<file path="src/design/grid_overlay_pkg.sv">
`default_nettype none

package grid_overlay_pkg;

    typedef logic [9:0] h_pos_t;
    typedef logic [8:0] v_pos_t;
    typedef logic [3:0] band_t;
    typedef logic [3:0] glyph_code_t;    // 0..9 digits, 15 space
    typedef logic [2:0] glyph_row_sel_t;
    typedef logic [5:0] glyph_row_t;     // msb is the leftmost pixel
    typedef logic [1:0] char_col_t;
    typedef logic [2:0] pix_col_t;

    // plot geometry
    localparam int V_ACTIVE = 480;
    localparam int H_ACTIVE_START = 32;
    localparam int H_ACTIVE_END = 800;   // exclusive
    localparam int BAND_HEIGHT = 40;
    localparam int NUM_BANDS = 12;
    localparam int LAST_GRID_LINE = 479;
    localparam int DOT_BIT = 2;          // dotted line pattern

    // label text
    localparam int LABEL_TOP_OFFSET = 9; // first glyph row above the band's grid line
    localparam int GLYPH_ROWS = 7;
    localparam int GLYPH_WIDTH = 6;
    localparam int LABEL_CHARS = 4;
    localparam int LABEL_STEP = 200;
    localparam int BLANK_CODE = 15;

    // input to registered output, in clocks
    localparam int PIPE_LATENCY = 4;

endpackage

`default_nettype wire

</file>
<file path="src/design/overlay_if.sv">
`timescale 1ns/1ps
`default_nettype none

interface overlay_if;

    logic grid_valid;
    logic grid_dot;
    logic in_active;
    logic label_valid;
    logic label_pix;

    modport grid_src (output grid_valid, output grid_dot, output in_active);

    modport label_src (output label_valid, output label_pix);

    // both valids line up, the mixer only trusts grid_valid
    modport mixer (
        input grid_valid,
        input grid_dot,
        input in_active,
        input label_valid,
        input label_pix
    );

endinterface

`default_nettype wire

</file>
<file path="src/design/label_locator.sv">
`timescale 1ns/1ps
`default_nettype none

module label_locator (
    input  logic                             CK,
    input  logic                             arst_n,
    input  logic                             en,
    input  grid_overlay_pkg::h_pos_t         h_pos,
    input  grid_overlay_pkg::v_pos_t         v_pos,
    output grid_overlay_pkg::band_t          band,
    output grid_overlay_pkg::glyph_row_sel_t row,
    output grid_overlay_pkg::char_col_t      col,
    output grid_overlay_pkg::pix_col_t       pix_col,
    output logic                             in_label
);

    logic [8:0] band_w;
    logic [5:0] off_w;    // line inside the band
    logic [4:0] h_lo;
    logic       text_line;
    logic       text_col;

    always_comb begin
        band_w = v_pos / 9'(grid_overlay_pkg::BAND_HEIGHT);
        off_w  = 6'(v_pos - band_w * 9'(grid_overlay_pkg::BAND_HEIGHT));
        h_lo   = h_pos[4:0];

        // glyph rows sit just above the next grid line
        text_line = (off_w >= 6'(grid_overlay_pkg::BAND_HEIGHT - grid_overlay_pkg::LABEL_TOP_OFFSET))
            && (off_w < 6'(grid_overlay_pkg::BAND_HEIGHT - grid_overlay_pkg::LABEL_TOP_OFFSET
                           + grid_overlay_pkg::GLYPH_ROWS))
            && (band_w < 9'(grid_overlay_pkg::NUM_BANDS));
        text_col = h_pos < 10'(grid_overlay_pkg::LABEL_CHARS * grid_overlay_pkg::GLYPH_WIDTH);
    end

    always_ff @(posedge CK or negedge arst_n) begin
        if (!arst_n) begin
            in_label <= 1'b0;
        end else if (en) begin
            in_label <= text_line & text_col;
        end
    end

    // only meaningful while in_label is set
    always_ff @(posedge CK) begin
        if (en) begin
            band    <= grid_overlay_pkg::band_t'(band_w);
            row     <= grid_overlay_pkg::glyph_row_sel_t'(off_w
                - 6'(grid_overlay_pkg::BAND_HEIGHT - grid_overlay_pkg::LABEL_TOP_OFFSET));
            col     <= grid_overlay_pkg::char_col_t'(h_lo / 5'(grid_overlay_pkg::GLYPH_WIDTH));
            pix_col <= grid_overlay_pkg::pix_col_t'(h_lo % 5'(grid_overlay_pkg::GLYPH_WIDTH));
        end
    end

endmodule

`default_nettype wire

</file>
<file path="src/design/label_char_map.sv">
`timescale 1ns/1ps
`default_nettype none

module label_char_map (
    input  logic                          CK,
    input  logic                          arst_n,
    input  logic                          en,
    input  grid_overlay_pkg::band_t       band,
    input  grid_overlay_pkg::char_col_t   col,
    input  logic                          in_label,
    output grid_overlay_pkg::glyph_code_t code
);

    logic [15:0] chars;   // four codes, leftmost char in the top nibble

    // band k shows (11-k) steps of LABEL_STEP, f is a blank cell
    always_comb begin
        case (band)
            4'd0:    chars = 16'h2200;
            4'd1:    chars = 16'h2000;
            4'd2:    chars = 16'h1800;
            4'd3:    chars = 16'h1600;
            4'd4:    chars = 16'h1400;
            4'd5:    chars = 16'h1200;
            4'd6:    chars = 16'h1000;
            4'd7:    chars = 16'hf800;
            4'd8:    chars = 16'hf600;
            4'd9:    chars = 16'hf400;
            4'd10:   chars = 16'hf200;
            4'd11:   chars = 16'hfff0;
            default: chars = {grid_overlay_pkg::LABEL_CHARS{4'(grid_overlay_pkg::BLANK_CODE)}};
        endcase
    end

    always_ff @(posedge CK or negedge arst_n) begin
        if (!arst_n) begin
            code <= grid_overlay_pkg::glyph_code_t'(grid_overlay_pkg::BLANK_CODE);
        end else if (en) begin
            if (in_label) begin
                code <= chars[(3 - int'(col)) * 4 +: 4];
            end else begin
                code <= grid_overlay_pkg::glyph_code_t'(grid_overlay_pkg::BLANK_CODE);
            end
        end
    end

endmodule

`default_nettype wire

</file>
<file path="src/design/glyph_rom.sv">
`timescale 1ns/1ps
`default_nettype none

module glyph_rom (
    input  logic                             CK,
    input  logic                             en,
    input  grid_overlay_pkg::glyph_code_t    code,
    input  grid_overlay_pkg::glyph_row_sel_t row,
    output grid_overlay_pkg::glyph_row_t     bits
);

    logic [47:0] glyph;   // rows 0..7 from the top, row 7 stays empty

    always_comb begin
        case (code)
            4'd0:    glyph = 48'b001110_010001_010011_010101_011001_010001_001110_000000;
            4'd1:    glyph = 48'b000110_001100_000100_000100_000100_000100_001110_000000;
            4'd2:    glyph = 48'b001110_010001_000001_000010_000100_001000_011111_000000;
            4'd3:    glyph = 48'b001110_010001_000001_000110_000001_011001_001111_000000;
            4'd4:    glyph = 48'b000010_000110_001010_010010_011111_000010_000010_000000;
            4'd5:    glyph = 48'b011111_010000_010000_011110_000001_000001_011110_000000;
            4'd6:    glyph = 48'b000011_000100_001000_011110_010001_010001_001110_000000;
            4'd7:    glyph = 48'b011111_010001_000001_000010_000100_001000_010000_000000;
            4'd8:    glyph = 48'b001110_010001_010001_011110_010001_010001_001110_000000;
            4'd9:    glyph = 48'b001110_010001_010001_001111_000010_000100_011000_000000;
            default: glyph = '0;   // space and unused codes
        endcase
    end

    always_ff @(posedge CK) begin
        if (en) begin
            bits <= glyph[(7 - int'(row)) * grid_overlay_pkg::GLYPH_WIDTH +: 6];
        end
    end

endmodule

`default_nettype wire

</file>
<file path="src/design/label_text_gen.sv">
`timescale 1ns/1ps
`default_nettype none

module label_text_gen (
    input  logic                     CK,
    input  logic                     arst_n,
    input  logic                     pix_valid,
    input  grid_overlay_pkg::h_pos_t h_pos,
    input  grid_overlay_pkg::v_pos_t v_pos,
    overlay_if.label_src             ovl
);

    logic                             vld1;
    logic                             vld2;
    logic                             vld3;
    grid_overlay_pkg::band_t          band;
    grid_overlay_pkg::glyph_row_sel_t row;
    grid_overlay_pkg::glyph_row_sel_t row_d1;
    grid_overlay_pkg::char_col_t      col;
    grid_overlay_pkg::pix_col_t       pix_col;
    logic                             in_label;
    grid_overlay_pkg::glyph_code_t    code;
    grid_overlay_pkg::glyph_row_t     rom_bits;
    grid_overlay_pkg::pix_col_t       pix_col_d1;
    grid_overlay_pkg::pix_col_t       pix_col_d2;
    logic                             in_label_d1;
    logic                             in_label_d2;

    label_locator u_label_locator (
        .CK       (CK),
        .arst_n   (arst_n),
        .en       (pix_valid),
        .h_pos    (h_pos),
        .v_pos    (v_pos),
        .band     (band),
        .row      (row),
        .col      (col),
        .pix_col  (pix_col),
        .in_label (in_label)
    );

    label_char_map u_label_char_map (
        .CK       (CK),
        .arst_n   (arst_n),
        .en       (vld1),
        .band     (band),
        .col      (col),
        .in_label (in_label),
        .code     (code)
    );

    glyph_rom u_glyph_rom (
        .CK   (CK),
        .en   (vld2),
        .code (code),
        .row  (row_d1),
        .bits (rom_bits)
    );

    always_ff @(posedge CK or negedge arst_n) begin
        if (!arst_n) begin
            vld1        <= 1'b0;
            vld2        <= 1'b0;
            vld3        <= 1'b0;
            in_label_d1 <= 1'b0;
            in_label_d2 <= 1'b0;
        end else begin
            vld1 <= pix_valid;
            vld2 <= vld1;
            vld3 <= vld2;
            if (vld1) in_label_d1 <= in_label;
            if (vld2) in_label_d2 <= in_label_d1;
        end
    end

    // glyph row waits one stage for its code
    always_ff @(posedge CK) begin
        if (vld1) row_d1 <= row;
    end

    // pixel column rides along until the rom row is out
    always_ff @(posedge CK) begin
        if (vld1) pix_col_d1 <= pix_col;
        if (vld2) pix_col_d2 <= pix_col_d1;
    end

    assign ovl.label_valid = vld3;
    // column 0 is the msb
    assign ovl.label_pix = in_label_d2
        & rom_bits[grid_overlay_pkg::GLYPH_WIDTH - 1 - int'(pix_col_d2)];

endmodule

`default_nettype wire

</file>
<file path="src/design/grid_line_gen.sv">
`timescale 1ns/1ps
`default_nettype none

module grid_line_gen (
    input  logic                     CK,
    input  logic                     arst_n,
    input  logic                     pix_valid,
    input  grid_overlay_pkg::h_pos_t h_pos,
    input  grid_overlay_pkg::v_pos_t v_pos,
    overlay_if.grid_src              ovl
);

    logic       grid_row;
    logic       in_window;
    logic [2:0] vld_q;
    logic [2:0] row_q;
    logic [2:0] dot_q;
    logic [2:0] win_q;

    // multiples of the band height from 40 to 440, plus the bottom line
    always_comb begin
        grid_row = ((v_pos % 9'(grid_overlay_pkg::BAND_HEIGHT)) == '0)
            && (v_pos >= 9'(grid_overlay_pkg::BAND_HEIGHT))
            && (v_pos <= 9'(grid_overlay_pkg::BAND_HEIGHT * (grid_overlay_pkg::NUM_BANDS - 1)));
        grid_row = grid_row || (v_pos == 9'(grid_overlay_pkg::LAST_GRID_LINE));

        in_window = (v_pos < 9'(grid_overlay_pkg::V_ACTIVE))
            && (h_pos >= 10'(grid_overlay_pkg::H_ACTIVE_START))
            && (h_pos < 10'(grid_overlay_pkg::H_ACTIVE_END));
    end

    always_ff @(posedge CK or negedge arst_n) begin
        if (!arst_n) begin
            vld_q <= '0;
        end else begin
            vld_q <= {vld_q[1:0], pix_valid};
        end
    end

    // stage 1 decode, stages 2 and 3 only wait for the label path
    always_ff @(posedge CK) begin
        row_q <= {row_q[1:0], grid_row};
        dot_q <= {dot_q[1:0], h_pos[grid_overlay_pkg::DOT_BIT]};
        win_q <= {win_q[1:0], in_window};
    end

    assign ovl.grid_valid = vld_q[2];
    assign ovl.grid_dot   = row_q[2] & dot_q[2];
    assign ovl.in_active  = win_q[2];

endmodule

`default_nettype wire

</file>
<file path="src/design/pixel_mixer.sv">
`timescale 1ns/1ps
`default_nettype none

module pixel_mixer (
    input  logic     CK,
    input  logic     arst_n,
    overlay_if.mixer ovl,
    output logic     out_valid,
    output logic     pix,
    output logic     active
);

    always_ff @(posedge CK or negedge arst_n) begin
        if (!arst_n) begin
            out_valid <= 1'b0;
            pix       <= 1'b0;
            active    <= 1'b0;
        end else begin
            out_valid <= ovl.grid_valid;
            pix       <= ovl.grid_valid & (ovl.grid_dot | ovl.label_pix);
            active    <= ovl.grid_valid & ovl.in_active;
        end
    end

    // grid and label paths must stay in lock step
    a_paths_aligned: assert property (
        @(posedge CK) disable iff (!arst_n) ovl.grid_valid == ovl.label_valid
    );

    // no stray pixels between accepted positions
    a_quiet_when_idle: assert property (
        @(posedge CK) disable iff (!arst_n) !out_valid |-> (!pix && !active)
    );

endmodule

`default_nettype wire

</file>
<file path="src/design/grid_overlay_top.sv">
`timescale 1ns/1ps
`default_nettype none

module grid_overlay_top (
    input  logic                     CK,
    input  logic                     arst_n,
    input  logic                     pix_valid,
    input  grid_overlay_pkg::h_pos_t h_pos,
    input  grid_overlay_pkg::v_pos_t v_pos,
    output logic                     out_valid,
    output logic                     pix,
    output logic                     active
);

    overlay_if u_ovl ();

    // grid dots and active window
    grid_line_gen u_grid_line_gen (
        .CK        (CK),
        .arst_n    (arst_n),
        .pix_valid (pix_valid),
        .h_pos     (h_pos),
        .v_pos     (v_pos),
        .ovl       (u_ovl.grid_src)
    );

    // y-axis label text
    label_text_gen u_label_text_gen (
        .CK        (CK),
        .arst_n    (arst_n),
        .pix_valid (pix_valid),
        .h_pos     (h_pos),
        .v_pos     (v_pos),
        .ovl       (u_ovl.label_src)
    );

    pixel_mixer u_pixel_mixer (
        .CK        (CK),
        .arst_n    (arst_n),
        .ovl       (u_ovl.mixer),
        .out_valid (out_valid),
        .pix       (pix),
        .active    (active)
    );

endmodule

`default_nettype wire

</file>
<file path="config.mk">
export PLATFORM = sky130hd
export DESIGN_NAME = grid_overlay_top
export DESIGN_NICKNAME = d
export VERILOG_FILES = /design/src/design/grid_overlay_pkg.sv /design/src/design/overlay_if.sv /design/src/design/label_locator.sv /design/src/design/label_char_map.sv /design/src/design/glyph_rom.sv /design/src/design/label_text_gen.sv /design/src/design/grid_line_gen.sv /design/src/design/pixel_mixer.sv /design/src/design/grid_overlay_top.sv
export SDC_FILE = /design/constraint.sdc
export NUM_CORES = 1
export LEC_CHECK = 0
export ABC_CLOCK_PERIOD_IN_PS = 2370
export BUFFER_PORTS_ARGS = -buffer_cell sky130_fd_sc_hd__buf_2
export CAP_MARGIN = 20
export CELL_PAD_IN_SITES_DETAIL_PLACEMENT = 1
export CELL_PAD_IN_SITES_GLOBAL_PLACEMENT = 2
export CORE_UTILIZATION = 35
export DETAILED_ROUTE_END_ITERATION = 10
export GPL_ROUTABILITY_DRIVEN = 1
export GPL_TIMING_DRIVEN = 0
export PLACE_DENSITY = 0.75
export SLEW_MARGIN = 20
export SYNTH_ARGS = -nofsm -noshare
export SYNTH_HDL_FRONTEND = slang
export SYNTH_SLANG_ARGS = --single-unit
</file>
<file path="constraint.sdc">
create_clock -name CK -period 2.37 [get_ports CK]
set_input_delay 0.1185 -clock CK [delete_from_list [all_inputs] [get_ports CK]]
set_output_delay 0.1185 -clock CK [all_outputs]
set_load 0.02 [all_outputs]
</file>
; After elaboration in Yosys (flattened, before gate mapping)
; Memories as Yosys holds them, arrays and structs flattened. A register that Yosys moved wholly into a read port is not among the register bits.
; Cells that the tools add are included.
[totals]
ff_bits = 51
romBits = 816
inputBits = 22
out_inout_bits = 3
elab_cells = 66
memories = 2
[mem_list]
columns = name, words, width, rd, rd_ports_with_merged_regs, write_ports, line
row1 = (name not given), 16, 35, 1, 0, 0, glyph_rom.sv:15  ; case (code)
row2 = (name not given), 16, 16, 1, 1, 0, label_char_map.sv:18  ; case (band)
[op_classes]
add_sub_neg = 5
mul = 2
div = 4
n_lt_le_gt_ge = 10
eq_ne = 1
shifts = 2
mux = 5
n_bitwise = 6
reduce_logical = 8
[op_table]
columns = operator, n
row1 = variable part select 48 x 32 -> 6 bit, 1
row2 = "less-than comparator 32 x 5 -> 1 bit, second input constant", 1
row3 = "multiplier 32 x 3 -> 31 bit, second input constant", 1
row4 = variable part select 16 x 5 -> 4 bit, 1
row5 = ">= comparator 10 x 6 -> 1 bit, second input constant", 1
row6 = "less-than comparator 10 bit, second input constant", 1
row7 = "less-than comparator 10 x 5 -> 1 bit, second input constant", 1
row8 = "divider 9 x 6 -> 9 bit, second input constant", 1
row9 = "equality test 9 bit, second input constant", 1
row10 = ">= comparator 9 x 6 -> 1 bit, second input constant", 1
row11 = "<= comparator 9 bit, second input constant", 1
row12 = logical NOT 9 bit, 1
row13 = "less-than comparator 9 x 4 -> 1 bit, second input constant", 1
row14 = "less-than comparator 9 bit, second input constant", 1
row15 = "remainder unit 9 x 6 -> 9 bit, second input constant", 1
row16 = "multiplier 9 x 3 -> 3 bit, second input constant", 1
row17 = 2-to-1 mux 4 bit, 2
row18 = "subtractor 3 x 3 -> 4 bit, first input constant", 2
row19 = ">= comparator 6 x 5 -> 1 bit, second input constant", 1
row20 = logical AND 1 bit, 6
row21 = "less-than comparator 6 bit, second input constant", 1
row22 = subtractor 6 bit, 1
row23 = AND 1 bit, 5
row24 = "divider 5 x 3 -> 5 bit, second input constant", 1
row25 = 7 further kinds, 8

; Depth between registers and ports, before layout
[logic_depth]
ltp_word = 7
depth_mapped = 12
mapped_depth_nobuf = 11

; By module
; Synthesis repeated with hierarchy kept, for this count alone.
[hier_totals]
hier_cells = 516
area_unflattened_um2 = 4471.8
[by_module_without_submodules]
columns = module, instances, cells_per_inst, area_each_um2, seq_area_each_um2
row1 = glyph_rom, 1, 272, 1910.6, 180.2
row2 = label_locator, 1, 114, 1061.0, 385.4
row3 = grid_line_gen, 1, 51, 535.5, 255.2
row4 = label_text_gen, 1, 25, 479.2, 395.4
row5 = label_char_map, 1, 49, 396.6, 105.1
row6 = pixel_mixer, 1, 5, 88.8, 75.1

; Worst setup path after synthesis
; No wires, ideal clock.
[synth_path]
kind = reg-to-reg
startpoint = reg u_label_text_gen.u_label_char_map.code[0]
endpoint = reg u_label_text_gen.u_glyph_rom.bits[4] (data pin)
arrival_ps = 2365
required_ps = 2114
setup_slack_ps = -251
path_stages_with_launch = 10
path_buffers = 1
period_less_slack_ps = 2621
cell_sequence = dfstp_2 buf_2 inv_1 ha_1 nor2b_1 nor3_1 or3b_2 o21ai_0 a31oi_1 a22o_1
[synth_between]
elab_chain_len = 2
[synth_lines]
columns = item, line
row1 = from (decl), label_char_map.sv:11  ; output grid_overlay_pkg::glyph_code_t code
row2 = from (signal assigned), label_char_map.sv:37  ; code <= grid_overlay_pkg::glyph_code_t'(grid_overlay_pkg::BLANK_CODE);
row3 = from (signal assigned), label_char_map.sv:40  ; code <= chars[(3 - int'(col)) * 4 +: 4];
row4 = from (signal assigned), label_char_map.sv:42  ; code <= grid_overlay_pkg::glyph_code_t'(grid_overlay_pkg::BLANK_CODE);
row5 = memory read (16 x 35 bit), -
row6 = variable part select 48 x 32 -> 6 bit, glyph_rom.sv:32  ; bits <= glyph[(7 - int'(row)) * grid_overlay_pkg::GLYPH_WIDTH +: 6];
row7 = to (signal assigned), glyph_rom.sv:32
row8 = to (decl), glyph_rom.sv:9  ; output grid_overlay_pkg::glyph_row_t bits
; No other way between the ends.
; A chain may end at the register's enable or synchronous reset.

; Worst setup path after layout
[layout_path]
startpoint = reg u_label_text_gen.row_d1[1]
endpoint = reg u_label_text_gen.u_glyph_rom.bits[0] (data pin)
[layout_between]
elab_chain_len = 3
[layout_lines]
columns = item, line
row1 = from (decl), label_text_gen.sv:18  ; grid_overlay_pkg::glyph_row_sel_t row_d1;
row2 = from (signal assigned), label_text_gen.sv:78  ; if (vld1) row_d1 <= row;
row3 = subtractor 3 x 3 -> 4 bit, glyph_rom.sv:32
row4 = multiplier 32 x 3 -> 31 bit, glyph_rom.sv:32
row5 = variable part select 48 x 32 -> 6 bit, glyph_rom.sv:32
; No other way between the ends.

==> impl_metrics.json <==
{
  "crit_path_start_kind": "flop",
  "final-hold-violation-count": 0,
  "layout.nets": 558,
  "fp.coreArea_um2": 11600,
  "clkTransAtPathRegs_ns": 0.05,
  "initial_utilization_pct": 36.3,
  "clock_path_buffers": 2,
  "result_of_the_run": "complete, but fails checks",
  "route.vias.total": 4030,
  "io_pins": 25,
  "die_x_um": 112,
  "syn-num-nets": 508,
  "vias_per_cell": 6.09,
  "drc": 2,
  "place.port_buffers": 22,
  "clock_latency_ns": 0.32,
  "power.ir.vdd_worst_mv": 0.471,
  "clock-skew-final_ns": 0.00529,
  "routed_wl_mm": 13.7,
  "dp.final_hpwl_mm": 9.72,
  "asyncSetResetFlopFracSynth_pct": 22.8,
  "routedWlPerCell_um": 20.6,
  "placed_area_um2": 4560,
  "synth_commonest_cells": "nor2_1 (35), edfxtp_1 (27), nand2_1 (27), o21ai_0 (24), ha_1 (21)",
  "clock_sink_count": 57,
  "drt_first_pass_iters": 8,
  "max_freq_mhz": 414,
  "worst-path-max-fanout": 9,
  "worst-endpoint-arrival_ns": 2.48,
  "setup-violations-final": 2,
  "die_height_um": 112,
  "ys_dominant_reg_cell": "edfxtp_1",
  "tritoncts.num_buffers": 9,
  "fin_setup_tns_ns": -0.0862,
  "final.period_utilization_pct": 102,
  "post_synth_inst_count": 464,
  "ys_top_cells_by_area": "edfxtp_1 (19%), dfxtp_1 (8.1%), ha_1 (6.3%), dfrtp_1 (5.4%), mux2i_1 (3.6%)",
  "synthDominantCellAreaShare_pct": 19.3,
  "power_w": 0.00344,
  "yosysWarningCount": 0,
  "static-leakage-power_nw": 2.07,
  "utilization_pct": 45.9,
  "setup.worst_path.class": "reg -> reg",
  "pwr_density_cell_nw_per_um2": 648,
  "critPathCaptureType": "flop",
  "fin_area_um2": 5310,
  "synth_top_cell_by_area": "edfxtp_1",
  "clock_tree_from_tritoncts": "yes",
  "placement_rows": 39,
  "detailedRoute.firstIterationViolations": 294,
  "wire_length_of_the_first_global_routing_pass_mm": 21.5,
  "drv_cap": 0,
  "grt_antenna_before_repair": 0,
  "layout.filler_cells": 1304,
  "globalplace.congestion": 0.891,
  "synth_seq_area_share_pct": 35.3,
  "areaGrowthSynthToFinish_pct": 26.4,
  "synth_area_per_cell_um2": 9.05,
  "violations": "design-rule violations, negative setup slack",
  "globalRouteTotalUtil_pct": 22.3,
  "grt-ovfl-total": 0,
  "synthDistinctLibCells": 76,
  "die_area_um2": 12400,
  "grt_max_degree": 15,
  "finalWorstPathRequiredPeriod_ns": 2.42,
  "drive_gt1_share_pct": 29.7,
  "crit_required_ns": 2.43,
  "ant_nets": 0,
  "ys_seq_elements": 57,
  "first_global_vias": 4053,
  "syn-cell-area_um2": 4200,
  "synth_enable_flop_cells": 27,
  "final_critical_path_setup_slack_ns": -0.0457,
  "antenna_cells": 0,
  "slew_violations": 0,
  "htree_num_levels": 3,
  "grt_setup_unrepaired": "true",
  "root_buffer": "clkbuf_16",
  "hold_path.class": "in -> reg",
  "worst-slew-pin-transition_ns": 0.698,
  "slew-limit-headroom_pct": 52.1,
  "post-synth-top-count-cell": "nor2_1"
}
[cell type report]
| class | instances | area [um^2] | area share, % |
|---|---|---|---|
| Multi-Input combinational cell | 351 | 2740 | 51.6 |
| Sequential cell | 57 | 1480 | 27.9 |
| Clock buffer | 11 | 275 | 5.19 |
| Timing Repair Buffer | 40 | 248 | 4.67 |
| Buffer | 33 | 233 | 4.38 |
| Tap cell | 143 | 179 | 3.37 |
| Inverter | 22 | 110 | 2.07 |
| Clock inverter | 5 | 42.5 | 0.802 |
[cell usage in the layout (no fill, tap or decap), types with 5 or more instances in the layout]
master / instances
nor2b_1: 9
a31oi_1: 6
ha_1: 14
a21oi_1: 18
nand3_1: 15
nand2b_1: 14
o31ai_1: 5
o21a_1: 5
edfxtp_1: 27
o21ai_0: 19
o22a_1: 5
buf_4: 17
mux2i_1: 13
clkbuf_16: 11
a211oi_1: 6
clkbuf_2: 7
o2111ai_1: 6
dfrtp_1: 9
ha_4: 5
nor2_1: 33
nor3_1: 6
xor2_1: 5
dfxtp_1: 17
o211ai_1: 11
buf_2: 34
nand2_1: 27
inv_1: 16
a22oi_1: 5
[routing by layer]
layer | up-vias | global-route usage, % | wire length [um]
met4 | 0 | 10.9 | 464
li1 | 1863 | - | -
met2 | 157 | 36.8 | 6690
met5 | - | 0 | 0
met3 | 36 | 4.74 | 863
met1 | 1974 | 27.6 | 5630
[worst max-delay path: stages (launching register included)]
cell,delay (ns)
edfxtp_1,0.41
inv_2,0.11
buf_4,0.14
ha_4,0.13
ha_4,0.21
buf_6,0.15
clkinv_8,0.07
o22ai_1,0.08
a32o_1,0.24
a21oi_2,0.18
o21ai_0,0.10
a221o_1,0.33
[power by group]
group,total [W],internal (W),switching [W]
Clock,0.00130,0.000844,0.000451
Combinational,0.000960,0.000389,0.000571
Sequential,0.00119,0.00115,0.0000372
Total,0.00344,0.00238,0.00106
[what timing repair did]
item / CTS / global route
pin swaps: 5 / 7
setup endpoints to repair: 7 / 7
endpoints found under the hold margin: 14 / 0
hold buffers: 2 / 0
setup buffers: 10 / 5
resized for setup: 56 / 34
gates cloned: 1 / 0
[sequential cells by signal, summed over array words and instances, names as in the netlist, 2 cells and up]
name and count:
u_grid_line_gen.row_q 3, u_grid_line_gen.vld_q 3, u_label_text_gen.u_label_locator.pix_col 3, u_label_text_gen.u_label_char_map.chars 8
u_label_text_gen.u_label_char_map.code 4, u_label_text_gen.u_label_locator.row 3, u_grid_line_gen.dot_q 3, u_label_text_gen.u_label_locator.col 2
u_label_text_gen.pix_col_d1 3, u_label_text_gen.u_label_locator.band 4, u_label_text_gen.pix_col_d2 3, u_label_text_gen.u_glyph_rom.bits 6
u_grid_line_gen.win_q 3, u_label_text_gen.row_d1 3
[metrics by stage]
step | cells | hold WS [ns] | setup WS [ns]
floorplan | 464 | -0.177 | -0.0314
global placement | 629 | 0.0332 | -0.714
detailed placement | 629 | 0.0400 | -0.625
CTS | 657 | 0.0321 | -0.00743
global route | 662 | 0.0336 | -0.0962
finish | 662 | 0.0437 | -0.0457
[cell families after synthesis]
family | share of synthesized area, %
flip-flops | 35.3
XOR/XNOR | 2.09
AO/OA/AOI/OAI | 26.8
AND/OR/NAND/NOR | 18.0
adder cells (fa/ha/maj) | 6.73
multiplexers | 5.36
buffers and inverters | 5.78
[final timing paths]
kind | endpoint | slack (ns) | cells after the start | from
setup / recovery | u_label_text_gen.u_glyph_rom.bits[0] | -0.05 | 11 | u_label_text_gen.row_d1[1]
setup reg to reg | u_label_text_gen.u_glyph_rom.bits[0] | -0.05 | 11 | u_label_text_gen.row_d1[1]
max in group asynchronous | u_label_text_gen.u_label_char_map.code[2] | 1.84 | 2 | arst_n
hold reg to reg | u_grid_line_gen.dot_q[1] | 0.33 | 0 | u_grid_line_gen.dot_q[0]
min in group asynchronous | u_pixel_mixer.active | 0.23 | 2 | arst_n
hold / removal | u_label_text_gen.u_label_locator.pix_col[0] | 0.04 | 1 | h_pos[0]
No activity file was read; power rests on OpenSTA's default activity.
